File: src/smartnic_pkg.sv
package smartnic_pkg;

    // ====================
    // Stream widths
    // ====================
    localparam int DATA_W    = 64;
    localparam int NUM_PORTS = 2;

    typedef logic [DATA_W-1:0] data_t;
    typedef logic [0:0]        port_id_t;
    typedef logic [31:0]       count_t;
    typedef logic [31:0]       timestamp_t;

    // ====================
    // AXI4-Lite registers
    // ====================
    typedef logic [7:0]  axil_addr_t;
    typedef logic [31:0] axil_data_t;

    localparam axil_addr_t REG_CTRL      = 8'h00;
    localparam axil_addr_t REG_TIMESTAMP = 8'h04;
    localparam axil_addr_t REG_PKT0      = 8'h08;
    localparam axil_addr_t REG_PKT1      = 8'h0C;
    localparam axil_addr_t REG_DROP0     = 8'h10;
    localparam axil_addr_t REG_DROP1     = 8'h14;

    // Both ports enabled out of reset
    localparam logic [NUM_PORTS-1:0] CTRL_RESET = 2'b11;

    localparam logic [1:0] AXIL_RESP_OKAY = 2'b00;

    // ====================
    // State machines
    // ====================
    typedef enum logic {
        ARB_IDLE = 1'b0,
        ARB_BUSY = 1'b1
    } arb_state_e;

    typedef enum logic {
        WR_IDLE = 1'b0,
        WR_RESP = 1'b1
    } axil_wr_state_e;

endpackage : smartnic_pkg

File: src/ingress_port.sv
module ingress_port
    import smartnic_pkg::*;
(
    input  logic   clk,
    input  logic   rst_n,
    input  logic   enable,

    input  data_t  s_tdata,
    input  logic   s_tvalid,
    input  logic   s_tlast,
    output logic   s_tready,

    output data_t  m_tdata,
    output logic   m_tvalid,
    output logic   m_tlast,
    input  logic   m_tready,

    output count_t pkt_count,
    output count_t drop_count
);

    logic in_pkt;
    logic drop_q;
    logic drop_beat;
    logic s_fire;

    // Output register empty or draining this cycle
    assign s_tready = !m_tvalid || m_tready;
    assign s_fire   = s_tvalid && s_tready;

    // First beat follows the live enable, later beats keep the latched decision
    assign drop_beat = in_pkt ? drop_q : !enable;

    always_ff @(posedge clk) begin
        if (!rst_n) begin
            in_pkt <= 1'b0;
            drop_q <= 1'b0;
        end else if (s_fire) begin
            in_pkt <= !s_tlast;
            drop_q <= drop_beat;
        end
    end

    // Packet counters, bumped on the last beat
    always_ff @(posedge clk) begin
        if (!rst_n) begin
            pkt_count  <= '0;
            drop_count <= '0;
        end else if (s_fire && s_tlast) begin
            if (drop_beat) begin
                drop_count <= drop_count + 1'b1;
            end else begin
                pkt_count <= pkt_count + 1'b1;
            end
        end
    end

    always_ff @(posedge clk) begin
        if (!rst_n) begin
            m_tvalid <= 1'b0;
        end else if (s_fire && !drop_beat) begin
            m_tvalid <= 1'b1;
        end else if (m_tready) begin
            m_tvalid <= 1'b0;
        end
    end

    always_ff @(posedge clk) begin
        if (s_fire && !drop_beat) begin
            m_tdata <= s_tdata;
            m_tlast <= s_tlast;
        end
    end

endmodule : ingress_port

File: src/egress_arbiter.sv
module egress_arbiter
    import smartnic_pkg::*;
(
    input  logic     clk,
    input  logic     rst_n,

    input  data_t    in0_tdata,
    input  logic     in0_tvalid,
    input  logic     in0_tlast,
    output logic     in0_tready,

    input  data_t    in1_tdata,
    input  logic     in1_tvalid,
    input  logic     in1_tlast,
    output logic     in1_tready,

    output data_t    out_tdata,
    output logic     out_tvalid,
    output logic     out_tlast,
    output port_id_t out_tid,
    input  logic     out_tready
);

    arb_state_e state;
    port_id_t   grant;
    port_id_t   sel;
    data_t      sel_tdata;
    logic       sel_tvalid;
    logic       sel_tlast;
    logic       out_space;
    logic       take;

    // ====================
    // Port selection
    // ====================
    // Idle picks a valid port, preferring the one not served last
    always_comb begin
        sel = grant;
        if (state == ARB_IDLE) begin
            if (in0_tvalid && in1_tvalid) begin
                sel = ~grant;
            end else if (in1_tvalid) begin
                sel = 1'b1;
            end else begin
                sel = 1'b0;
            end
        end
    end

    assign sel_tdata  = sel ? in1_tdata  : in0_tdata;
    assign sel_tvalid = sel ? in1_tvalid : in0_tvalid;
    assign sel_tlast  = sel ? in1_tlast  : in0_tlast;

    assign out_space  = !out_tvalid || out_tready;
    assign take       = out_space && sel_tvalid;

    assign in0_tready = out_space && (sel == 1'b0);
    assign in1_tready = out_space && (sel == 1'b1);

    // Hold the grant until the packet's last beat
    always_ff @(posedge clk) begin
        if (!rst_n) begin
            state <= ARB_IDLE;
            grant <= 1'b1;
        end else if (take) begin
            grant <= sel;
            state <= sel_tlast ? ARB_IDLE : ARB_BUSY;
        end
    end

    // ====================
    // Output register
    // ====================
    always_ff @(posedge clk) begin
        if (!rst_n) begin
            out_tvalid <= 1'b0;
        end else if (take) begin
            out_tvalid <= 1'b1;
        end else if (out_tready) begin
            out_tvalid <= 1'b0;
        end
    end

    always_ff @(posedge clk) begin
        if (take) begin
            out_tdata <= sel_tdata;
            out_tlast <= sel_tlast;
            out_tid   <= sel;
        end
    end

endmodule : egress_arbiter

File: src/axil_regs.sv
module axil_regs
    import smartnic_pkg::*;
(
    input  logic                 clk,
    input  logic                 rst_n,

    input  axil_addr_t           s_axil_awaddr,
    input  logic                 s_axil_awvalid,
    output logic                 s_axil_awready,
    input  axil_data_t           s_axil_wdata,
    input  logic                 s_axil_wvalid,
    output logic                 s_axil_wready,
    output logic [1:0]           s_axil_bresp,
    output logic                 s_axil_bvalid,
    input  logic                 s_axil_bready,

    input  axil_addr_t           s_axil_araddr,
    input  logic                 s_axil_arvalid,
    output logic                 s_axil_arready,
    output axil_data_t           s_axil_rdata,
    output logic [1:0]           s_axil_rresp,
    output logic                 s_axil_rvalid,
    input  logic                 s_axil_rready,

    output logic [NUM_PORTS-1:0] port_enable,
    input  count_t               pkt_count0,
    input  count_t               pkt_count1,
    input  count_t               drop_count0,
    input  count_t               drop_count1
);

    axil_wr_state_e       wr_state;
    logic                 wr_accept;
    logic                 rd_accept;
    logic [NUM_PORTS-1:0] ctrl_q;
    timestamp_t           timestamp;
    axil_data_t           rd_value;

    // Free-running timestamp
    always_ff @(posedge clk) begin
        if (!rst_n) begin
            timestamp <= '0;
        end else begin
            timestamp <= timestamp + 1'b1;
        end
    end

    // ====================
    // Write channel
    // ====================
    // Address and data taken together, one response outstanding
    assign wr_accept      = (wr_state == WR_IDLE) && s_axil_awvalid && s_axil_wvalid;
    assign s_axil_awready = wr_accept;
    assign s_axil_wready  = wr_accept;
    assign s_axil_bvalid  = (wr_state == WR_RESP);
    assign s_axil_bresp   = AXIL_RESP_OKAY;

    always_ff @(posedge clk) begin
        if (!rst_n) begin
            wr_state <= WR_IDLE;
        end else begin
            case (wr_state)
                WR_IDLE: begin
                    if (wr_accept) begin
                        wr_state <= WR_RESP;
                    end
                end
                WR_RESP: begin
                    if (s_axil_bready) begin
                        wr_state <= WR_IDLE;
                    end
                end
                default: wr_state <= WR_IDLE;
            endcase
        end
    end

    // Only the control register is writable
    always_ff @(posedge clk) begin
        if (!rst_n) begin
            ctrl_q <= CTRL_RESET;
        end else if (wr_accept && s_axil_awaddr == REG_CTRL) begin
            ctrl_q <= s_axil_wdata[NUM_PORTS-1:0];
        end
    end

    assign port_enable = ctrl_q;

    // ====================
    // Read channel
    // ====================
    assign s_axil_arready = s_axil_arvalid && !s_axil_rvalid;
    assign rd_accept      = s_axil_arvalid && s_axil_arready;
    assign s_axil_rresp   = AXIL_RESP_OKAY;

    always_comb begin
        case (s_axil_araddr)
            REG_CTRL:      rd_value = axil_data_t'(ctrl_q);
            REG_TIMESTAMP: rd_value = timestamp;
            REG_PKT0:      rd_value = pkt_count0;
            REG_PKT1:      rd_value = pkt_count1;
            REG_DROP0:     rd_value = drop_count0;
            REG_DROP1:     rd_value = drop_count1;
            // Unmapped reads as zero
            default:       rd_value = '0;
        endcase
    end

    always_ff @(posedge clk) begin
        if (!rst_n) begin
            s_axil_rvalid <= 1'b0;
        end else if (rd_accept) begin
            s_axil_rvalid <= 1'b1;
        end else if (s_axil_rready) begin
            s_axil_rvalid <= 1'b0;
        end
    end

    // Value captured at address acceptance
    always_ff @(posedge clk) begin
        if (rd_accept) begin
            s_axil_rdata <= rd_value;
        end
    end

endmodule : axil_regs

File: src/smartnic_lite.sv
module smartnic_lite
    import smartnic_pkg::*;
(
    input  logic       clk,
    input  logic       rst_n,

    input  data_t      in0_tdata,
    input  logic       in0_tvalid,
    input  logic       in0_tlast,
    output logic       in0_tready,

    input  data_t      in1_tdata,
    input  logic       in1_tvalid,
    input  logic       in1_tlast,
    output logic       in1_tready,

    output data_t      out_tdata,
    output logic       out_tvalid,
    output logic       out_tlast,
    output port_id_t   out_tid,
    input  logic       out_tready,

    input  axil_addr_t s_axil_awaddr,
    input  logic       s_axil_awvalid,
    output logic       s_axil_awready,
    input  axil_data_t s_axil_wdata,
    input  logic       s_axil_wvalid,
    output logic       s_axil_wready,
    output logic [1:0] s_axil_bresp,
    output logic       s_axil_bvalid,
    input  logic       s_axil_bready,
    input  axil_addr_t s_axil_araddr,
    input  logic       s_axil_arvalid,
    output logic       s_axil_arready,
    output axil_data_t s_axil_rdata,
    output logic [1:0] s_axil_rresp,
    output logic       s_axil_rvalid,
    input  logic       s_axil_rready
);

    logic [NUM_PORTS-1:0] port_enable;
    count_t               pkt_count0;
    count_t               pkt_count1;
    count_t               drop_count0;
    count_t               drop_count1;

    // Ingress stage outputs toward the arbiter
    data_t arb0_tdata;
    logic  arb0_tvalid;
    logic  arb0_tlast;
    logic  arb0_tready;
    data_t arb1_tdata;
    logic  arb1_tvalid;
    logic  arb1_tlast;
    logic  arb1_tready;

    // ====================
    // Ingress stages
    // ====================
    ingress_port u_ingress0 (
        .clk        (clk),
        .rst_n      (rst_n),
        .enable     (port_enable[0]),
        .s_tdata    (in0_tdata),
        .s_tvalid   (in0_tvalid),
        .s_tlast    (in0_tlast),
        .s_tready   (in0_tready),
        .m_tdata    (arb0_tdata),
        .m_tvalid   (arb0_tvalid),
        .m_tlast    (arb0_tlast),
        .m_tready   (arb0_tready),
        .pkt_count  (pkt_count0),
        .drop_count (drop_count0)
    );

    ingress_port u_ingress1 (
        .clk        (clk),
        .rst_n      (rst_n),
        .enable     (port_enable[1]),
        .s_tdata    (in1_tdata),
        .s_tvalid   (in1_tvalid),
        .s_tlast    (in1_tlast),
        .s_tready   (in1_tready),
        .m_tdata    (arb1_tdata),
        .m_tvalid   (arb1_tvalid),
        .m_tlast    (arb1_tlast),
        .m_tready   (arb1_tready),
        .pkt_count  (pkt_count1),
        .drop_count (drop_count1)
    );

    // ====================
    // Egress and registers
    // ====================
    egress_arbiter u_arbiter (
        .clk        (clk),
        .rst_n      (rst_n),
        .in0_tdata  (arb0_tdata),
        .in0_tvalid (arb0_tvalid),
        .in0_tlast  (arb0_tlast),
        .in0_tready (arb0_tready),
        .in1_tdata  (arb1_tdata),
        .in1_tvalid (arb1_tvalid),
        .in1_tlast  (arb1_tlast),
        .in1_tready (arb1_tready),
        .out_tdata  (out_tdata),
        .out_tvalid (out_tvalid),
        .out_tlast  (out_tlast),
        .out_tid    (out_tid),
        .out_tready (out_tready)
    );

    axil_regs u_regs (
        .clk            (clk),
        .rst_n          (rst_n),
        .s_axil_awaddr  (s_axil_awaddr),
        .s_axil_awvalid (s_axil_awvalid),
        .s_axil_awready (s_axil_awready),
        .s_axil_wdata   (s_axil_wdata),
        .s_axil_wvalid  (s_axil_wvalid),
        .s_axil_wready  (s_axil_wready),
        .s_axil_bresp   (s_axil_bresp),
        .s_axil_bvalid  (s_axil_bvalid),
        .s_axil_bready  (s_axil_bready),
        .s_axil_araddr  (s_axil_araddr),
        .s_axil_arvalid (s_axil_arvalid),
        .s_axil_arready (s_axil_arready),
        .s_axil_rdata   (s_axil_rdata),
        .s_axil_rresp   (s_axil_rresp),
        .s_axil_rvalid  (s_axil_rvalid),
        .s_axil_rready  (s_axil_rready),
        .port_enable    (port_enable),
        .pkt_count0     (pkt_count0),
        .pkt_count1     (pkt_count1),
        .drop_count0    (drop_count0),
        .drop_count1    (drop_count1)
    );

endmodule : smartnic_lite

File: config.mk
export PLATFORM = sky130hd
export DESIGN_NAME = smartnic_lite
export DESIGN_NICKNAME = d
export VERILOG_FILES = /design/src/smartnic_pkg.sv /design/src/ingress_port.sv /design/src/egress_arbiter.sv /design/src/axil_regs.sv /design/src/smartnic_lite.sv
export SDC_FILE = /design/constraint.sdc
export NUM_CORES = 1
export LEC_CHECK = 0
export BUFFER_PORTS_ARGS = -buffer_cell sky130_fd_sc_hd__buf_2
export CAP_MARGIN = 20
export CORE_AREA = 3 3 195 197
export DETAILED_ROUTE_END_ITERATION = 10
export DIE_AREA = 0 0 198 200
export GPL_ROUTABILITY_DRIVEN = 0
export PLACE_DENSITY_LB_ADDON = 0.3
export SETUP_SLACK_MARGIN = 0.15
export SLEW_MARGIN = 5
export SYNTH_ARGS = -nofsm -noshare
export SYNTH_HDL_FRONTEND = slang
export SYNTH_SLANG_ARGS = --single-unit
File: constraint.sdc
create_clock -name clk -period 8.4 [get_ports clk]
set_clock_uncertainty 0.15 [all_clocks]
set_input_delay 0.42 -clock clk [delete_from_list [all_inputs] [get_ports clk]]
set_output_delay 0.42 -clock clk [all_outputs]
set_load 0.01 [all_outputs]
**Word level (Yosys, flattened, before mapping)**

Index checks and enable logic that the tools add are counted.

- Register bits after elaboration: 401
- Bits of input ports: 188
- Output and inout port bits: 110
- Word-level logic and storage cells: 99

- $add $sub $neg: 5
- Equality and inequality tests: 5
- Muxes and demuxes: 21
- Bitwise logic cells: 5
- Reductions and logical operators: 38

Operators by type and width:

| cell | count |
|---|---|
| case mux 32 bit (6 select lines) | 1 |
| adder 32 x 1 -> 32 bit, second input constant | 5 |
| two-way mux 64 bit | 1 |
| two-way mux 1 bit | 18 |
| == test 8 x 4 -> 1 bit, second input constant | 2 |
| == test 8 x 5 -> 1 bit, second input constant | 2 |
| logical NOT 8 bit | 2 |
| logical AND 1 bit | 15 |
| logical NOT 1 bit | 10 |
| == test 8 x 3 -> 1 bit, second input constant | 1 |
| AND reduction 2 bit | 4 |
| nonzero test 2 bit | 4 |
| inverter 1 bit | 5 |
| logical OR 1 bit | 3 |
| case mux 1 bit (2 select lines) | 1 |

**Longest topological paths before layout**

Gate-level depths: netlist of the first run.

- Depth after elaboration: 9
- Depth in mapped cells: 8
- Mapped depth without buffers: 6

**Cells and area by module**

Synthesis of the first run repeated with hierarchy kept, for this count alone.

- Cells, all modules: 1439
- Area total of the unflattened synthesis: 17092.6 um^2

By module, submodules not included:

| module | instances | cells an instance | area each (um^2) |
|---|---|---|---|
| ingress_port | 2 | 445 | 5137.4 |
| axil_regs | 1 | 389 | 3872.5 |
| egress_arbiter | 1 | 160 | 2945.3 |

**Worst setup path after synthesis of the first run**

Ideal clock, no wire load.

- Kind: reg-to-reg
- From: register u_arbiter.state
- To: register u_arbiter.state
- Library setup time: 119 ps
- Arrival time: 5927 ps
- Data required time: 8131 ps
- Path slack: 2204 ps
- Stages on the path, launching flop included: 7
- Buffers on the path: 1
- Cells stage by stage: dfxtp_1 > buf_2 > and2_1 > nor2b_1 > nor3_1 > mux2i_1 > and2_1

- Longest elaborated chain between the ends: 3

Ends and longest elaborated chain:

| what | line | RTL |
|---|---|---|
| from (decl) | egress_arbiter.sv:24 | `arb_state_e state;` |
| from (signal assigned) | egress_arbiter.sv:67 | `state <= sel_tlast ? ARB_IDLE : ARB_BUSY;` |
| two-way mux 1 bit | egress_arbiter.sv:39 | `if (state == ARB_IDLE) begin` |
| two-way mux 1 bit | egress_arbiter.sv:51 | `assign sel_tvalid = sel ? in1_tvalid : in0_tvalid;` |
| logical AND 1 bit | egress_arbiter.sv:55 | `assign take = out_space && sel_tvalid;` |
| named net u_arbiter.take | egress_arbiter.sv:31 | `logic take;` |

The timed path passes the listed nets, and every way through them passes these cells.
A chain may end at the register's enable or synchronous reset.

**Worst setup path after layout of the first run**

- From: register u_arbiter.state
- To: register u_ingress0.pkt_count[20]

- Longest elaborated chain between the ends: 7

Ends and longest elaborated chain:

| what | line | RTL |
|---|---|---|
| two-way mux 1 bit | egress_arbiter.sv:39 |  |
| inverter 1 bit | egress_arbiter.sv:57 | `assign in0_tready = out_space && (sel == 1'b0);` |
| logical AND 1 bit | egress_arbiter.sv:57 |  |
| logical OR 1 bit | ingress_port.sv:28 | `assign s_tready = !m_tvalid \|\| m_tready;` |
| logical AND 1 bit | ingress_port.sv:29 | `assign s_fire = s_tvalid && s_tready;` |
| logical AND 1 bit | ingress_port.sv:49 | `end else if (s_fire && s_tlast) begin` |
| AND reduction 2 bit (no source line) | -- |  |
| to (signal assigned) | ingress_port.sv:53 | `pkt_count <= pkt_count + 1'b1;` |
| to (decl) | ingress_port.sv:18 | `output count_t pkt_count,` |

Every way passes these cells.

==> results.cfg, run 1 <==
[finish]
multiInputGateArea_um2 = 6360
layout.nets = 2039
area_growth_syn_to_layout_pct = 27.4
drive_gt1_frac = 0.242
ff_latch_area_um2 = 10300
final.fill_count = 2876
layout.cells.most_common = buf_2
final_cell_mix = buf_2 (263), edfxtp_1 (228), dfxtp_1 (173)

[flow_run]
cap_violations = 0

[cts]
path_clk_slew_ps = 60
total_cts_buffers = 42
htree_levels = 2
clock_sinks = 401
clock_latency_ps = 570
cts_buffer_depth = 3
root_buffer = clkbuf_16
tritoncts_clock_tree = built

[worst_setup_path]
worst_r2r_endpoint = u_ingress0.pkt_count[20]
reg_to_reg_critical_path_startpoint = u_arbiter.state
crit_required_ps = 8740
start_kind = flip-flop
worstRegToRegCells = 5
crit_cells = 5
worst_path_largest_cell_delay_ps = 790
cp-end-kind = flip-flop
path_cells = nor3b_1 -> a21oi_2 -> nand3_1 -> or4_1 -> a21oi_1
crit_fanout = 17
critical_path_class = flip-flop to flip-flop
cp.buffers_inverters = 0
endpoint = u_ingress0.pkt_count[20]
critical-path-top-delay-family = simple AND/OR/NAND/NOR gates
r2r_setup_slack_ps = 5210
crit_path_start = u_arbiter.state
critical_path_arrival_ps = 3530
critPathSlowestCell = a21oi_2

[power_and_ir_drop]
cellLeakagePower_nw = 7.82
peakVddDrop_uv = 149
areal_power_density_over_the_cells_nw_per_um2 = 218

[hold_path]
timing.hold.worst_path_depth = 3
hp-class = input pin to flip-flop

[sta]
slew_viol_final = 0
layout_min_cycle_time_ps = 3190
slew_headroom = 0.296
transition_at_the_pin_with_the_smallest_max_transition_slack_ps = 1050
finalSetupViolCount = 0
rsz_0062_raised_after_global_routing = false
finalHoldViolations = 0
fmaxAchievable_mhz = 313
timing.setup.tns_ps = 0
post-route-period-util = 0.380
final_layout_worst_hold_slack_ps = 76.8

[logic_synthesis]
synth-edff-count = 228
synth_ff_type = edfxtp_1
synth.yosys.seq_area_share = 0.604
yosys_warnings = 0
postSynthCellCount = 1459
synth_area_per_cell_um2 = 11.7
synth_area_um2 = 17100
yosys_register_bits = 401
synth.distinct_cells = 66
synth-async-reset-ratio = 0

[floorplan]
die_area_um2 = 39600
fp-row-count = 70
die_x_um = 198
initial_standard_cell_utilization_of_the_core = 0.469
core_area_um2 = 36400
io-pin-count = 298
die_h_um = 200

[routing]
route.final.wire_length_um = 49500
via_count = 13700
detail_route.drc_violations = 0
postRouteAntennaNets = 0
dr.pass1.iters = 5
post_drt_wl_per_cell_um = 21.0
detail_route.vias_per_cell = 5.83
initialDrtViolationCount = 1050

[global_route]
first_pass_grt_wire_length_um = 75900
grt_antenna_before_repair = 6
grt_max_degree = 70
gr-usage-all-layers = 0.244
grt_overflow = 0
via_count_of_the_first_global_routing_pass = 13500

[placement]
count_of_port_buffers_added_during_placement = 263
dp.final_hpwl_um = 31600

[outcome]
outcome = finished, final reports clean
-- layout make-up --
class                           instances  area share
Tap cell                              468      0.0269
Timing Repair Buffer                  416       0.129
Multi-Input combinational cell        957       0.292
Clock inverter                         27      0.0200
Antenna cell                            4    0.000460
Sequential cell                       401       0.474
Inverter                               28     0.00495
Clock buffer                           51      0.0522
-- worst min-delay path by stage --
stage	startpoint	endpoint	slack, ps
detailed placement	u_ingress0.drop_q	u_ingress0.drop_q	310
floorplan	u_regs.timestamp[0]	u_regs.timestamp[0]	290
global route	in0_tvalid	u_ingress0.m_tvalid	70
CTS	in0_tvalid	u_ingress0.m_tvalid	40
global placement	u_ingress1.pkt_count[31]	u_ingress1.pkt_count[31]	310
finish	in0_tvalid	u_ingress0.m_tvalid	80
-- stage by stage --
step	worst slack [ps]	power, mW	instances	cell area (um^2)	util
final	5210	4.74	2352	21700	0.597
after global routing	5110	4.89	2352	21700	0.597
after CTS	5350	4.76	2348	21700	0.597
after detailed placement	5300	2.63	2134	18800	0.516
after global placement	5320	2.62	2134	18800	0.516
after floorplan	2200	2.49	1462	17100	-
-- cell usage after synthesis (30+ instances only) --
library cell / number / area share
edfxtp_1: 228 / 0.40
dfxtp_1: 173 / 0.20
nand2_1: 115 / 0.025
a21oi_1: 90 / 0.026
nor2_1: 90 / 0.020
nand4_1: 66 / 0.024
mux2_2: 65 / 0.043
o21ai_0: 58 / 0.017
nand3_1: 57 / 0.017
or3_1: 52 / 0.019
clkbuf_1: 46 / 0.010
xor2_1: 45 / 0.023
mux2i_1: 43 / 0.025
a22oi_1: 30 / 0.013
o221ai_1: 30 / 0.015
-- power by group --
group	switching [mW]	leakage [nW]	internal, mW
clock	0.800	0.756	1.28
sequential	0.0390	3.60	2.21
combinational	0.231	3.46	0.177
-- sequential cells by signal (all words and copies together) (netlist names), 2 cells and up --
| name | cells |
|---|---|
| u_arbiter.out_tdata | 64 |
| u_ingress0.drop_count | 32 |
| u_ingress0.m_tdata | 64 |
| u_ingress0.pkt_count | 32 |
| u_ingress1.drop_count | 32 |
| u_ingress1.m_tdata | 64 |
| u_ingress1.pkt_count | 32 |
| u_regs.port_enable | 2 |
| u_regs.s_axil_rdata | 32 |
| u_regs.timestamp | 32 |
-- worst min-delay path, cell delays in order --
cell and delay, ps:
buf_2 160, nand2_1 80, a21oi_1 60
-- cells by family after synthesis --
group	Yosys count	share of synthesized area
compound gates	268	0.101
buf+inv	104	0.0272
fa+ha+maj	5	0.00366
simple gates	515	0.165
flops	401	0.604
mux	110	0.0707
xor+xnor	55	0.0282
other cells	1	0.000220
-- repair_timing --
action	CTS	global route
hold buffers	136	0
resized for setup	0	0
endpoints found under the hold margin	135	0
buffers inserted	0	0
-- metal layers --
layer / GRT usage / part of all wire / vias up
met5: 0 / 0.00055 / -
met3: 0.0532 / 0.087 / 107
met2: 0.407 / 0.47 / 624
met4: 0.0917 / 0.032 / 4
li1: - / - / 6316
met1: 0.316 / 0.41 / 6651
(Power assumes the default switching activity.)
==> run 2: changes to the inputs <==
==> constraint.sdc (replaced) <==
create_clock -name clk -period 3.1 [get_ports clk]
set_clock_uncertainty 0.15 [all_clocks]
set_input_delay 0.155 -clock clk [delete_from_list [all_inputs] [get_ports clk]]
set_output_delay 0.155 -clock clk [all_outputs]
set_load 0.01 [all_outputs]
==> run 2 against run 1 <==
  * Cell count rose by 1.4%
  * Combinational power rose to 2.9 times the previous value
  * Via count rose by 0.53%
  * Critical path depth did not move
  * Sequential share of layout area fell by 0.43 points
  * Hold slack improved by 41 ps
  * Register-to-register slack got worse by 4800 ps
  * Die area did not move
  * Critical endpoint is now u_ingress0.pkt_count[23]
  * Largest cell class unchanged
==> results.cfg, run 2 (same netlist as run 1, synthesis figures left out) <==
[outcome]
outcome = finished, final reports clean

[floorplan]
initial_standard_cell_utilization_of_the_core = 0.469
core_area_um2 = 36400
die_h_um = 200
fp-row-count = 70
die_area_um2 = 39600
die_x_um = 198
io-pin-count = 298

[routing]
initialDrtViolationCount = 1236
post_drt_wl_per_cell_um = 20.9
postRouteAntennaNets = 0
detail_route.vias_per_cell = 5.78
detail_route.drc_violations = 0
dr.pass1.iters = 5
route.final.wire_length_um = 49900
via_count = 13800

[sta]
slew_headroom = 0.364
fmaxAchievable_mhz = 365
timing.setup.tns_ps = 0
rsz_0062_raised_after_global_routing = false
layout_min_cycle_time_ps = 2740
slew_viol_final = 0
post-route-period-util = 0.883
finalHoldViolations = 0
transition_at_the_pin_with_the_smallest_max_transition_slack_ps = 955
finalSetupViolCount = 0

[placement]
place_area_um2 = 19100
dp.final_hpwl_um = 32700
count_of_port_buffers_added_during_placement = 263
dpl.cell_count = 2162

[cts]
clock_sinks = 401
cts_hold_buf = 145
tritoncts_clock_tree = built
cts_buffer_depth = 3
root_buffer = clkbuf_16
htree_levels = 2
clock_latency_ps = 570
total_cts_buffers = 42
path_clk_slew_ps = 60
cts_repair_resize_count = 0
post_cts_buffers = 0

[global_route]
grt_antenna_before_repair = 1
first_pass_grt_wire_length_um = 75900
gr-usage-all-layers = 0.245
grt_max_degree = 85
via_count_of_the_first_global_routing_pass = 13300
grt_overflow = 0

[finish]
area_growth_syn_to_layout_pct = 28.5
final.fill_count = 2813
stdcell_count = 2385
layout.nets = 2076
reg.largest.list = u_arbiter.out_tdata x64, u_ingress0.m_tdata x64, u_ingress1.m_tdata x64
design_area_um2 = 21900
final_cell_mix = buf_2 (263), edfxtp_1 (228), dfxtp_1 (173)
drive_gt1_frac = 0.247
layout.cells.most_common = buf_2

[power_and_ir_drop]
cellLeakagePower_nw = 7.91
peakVddDrop_uv = 401
areal_power_density_over_the_cells_nw_per_um2 = 562

[worst_setup_path]
start_kind = flip-flop
crit_required_ps = 3430
crit_fanout = 14
cp-end-kind = flip-flop
critical_path_arrival_ps = 3060
worstRegToRegCells = 5
critical_path_class = flip-flop to flip-flop

[hold_path]
hp-class = input pin to flip-flop
timing.hold.worst_path_depth = 3

[flow_run]
cap_violations = 0
run 2: cell types whose count changed in the layout (fill, tap and decap cells not counted), sizes merged:
cell	change
bufinv	-5
diode	-3
clkbuf	+6
dlygate4sd3	+9
buf	+28
clkinv	-3
inv	+1
run 2: final timing paths:
path | end | from | slack, ps
hold reg to reg | u_ingress0.drop_q | u_ingress0.drop_q | 330
hold / removal | u_regs.s_axil_rdata[30] | s_axil_araddr[2] | 120
setup / recovery | u_ingress0.pkt_count[23] | u_arbiter.state | 360
setup reg to reg | u_ingress0.pkt_count[23] | u_arbiter.state | 360
run 2: critical path, cell delays in order, from the launching register on:
cell,delay (ps)
dfxtp_1,470
nor3b_1,160
a21oi_2,700
nand2_1,420
or4_1,590
a21oi_1,160
run 2: metrics by stage:
step,total power [mW],setup WS [ps],utilization,hold WS (ps)
2_1_floorplan,6.73,87.3,-,104
3_3_place_gp,7.17,544,0.525,183
3_5_place_dp,7.21,407,0.525,183
4_1_cts,12.4,414,0.602,78.7
5_1_grt,12.7,208,0.602,137
6_report,12.3,364,0.602,118
run 2: where the power goes:
part	total, mW	internal [mW]	switching, mW
registers	6.10	5.99	0.111
logic	1.19	0.544	0.642
clock network	5.04	2.94	2.10
run 2: layout make-up:
class	instances	area, um^2	area share
multi-input combinational	957	6370	0.290
sequential	401	10300	0.470
clock buffer	57	1110	0.0504
tap	468	586	0.0267
clock inverter	20	250	0.0114
timing repair buffer	453	3220	0.147
inverter	28	108	0.00490
antenna	1	2.50	0.000114
run 2: layer usage:
metal	global-route usage	up-vias	wire (um)
li1	-	6388	-
met2	0.406	660	23500
met5	0	-	0
met3	0.0493	97	4280
met4	0.0886	0	1640
met1	0.322	6629	20500
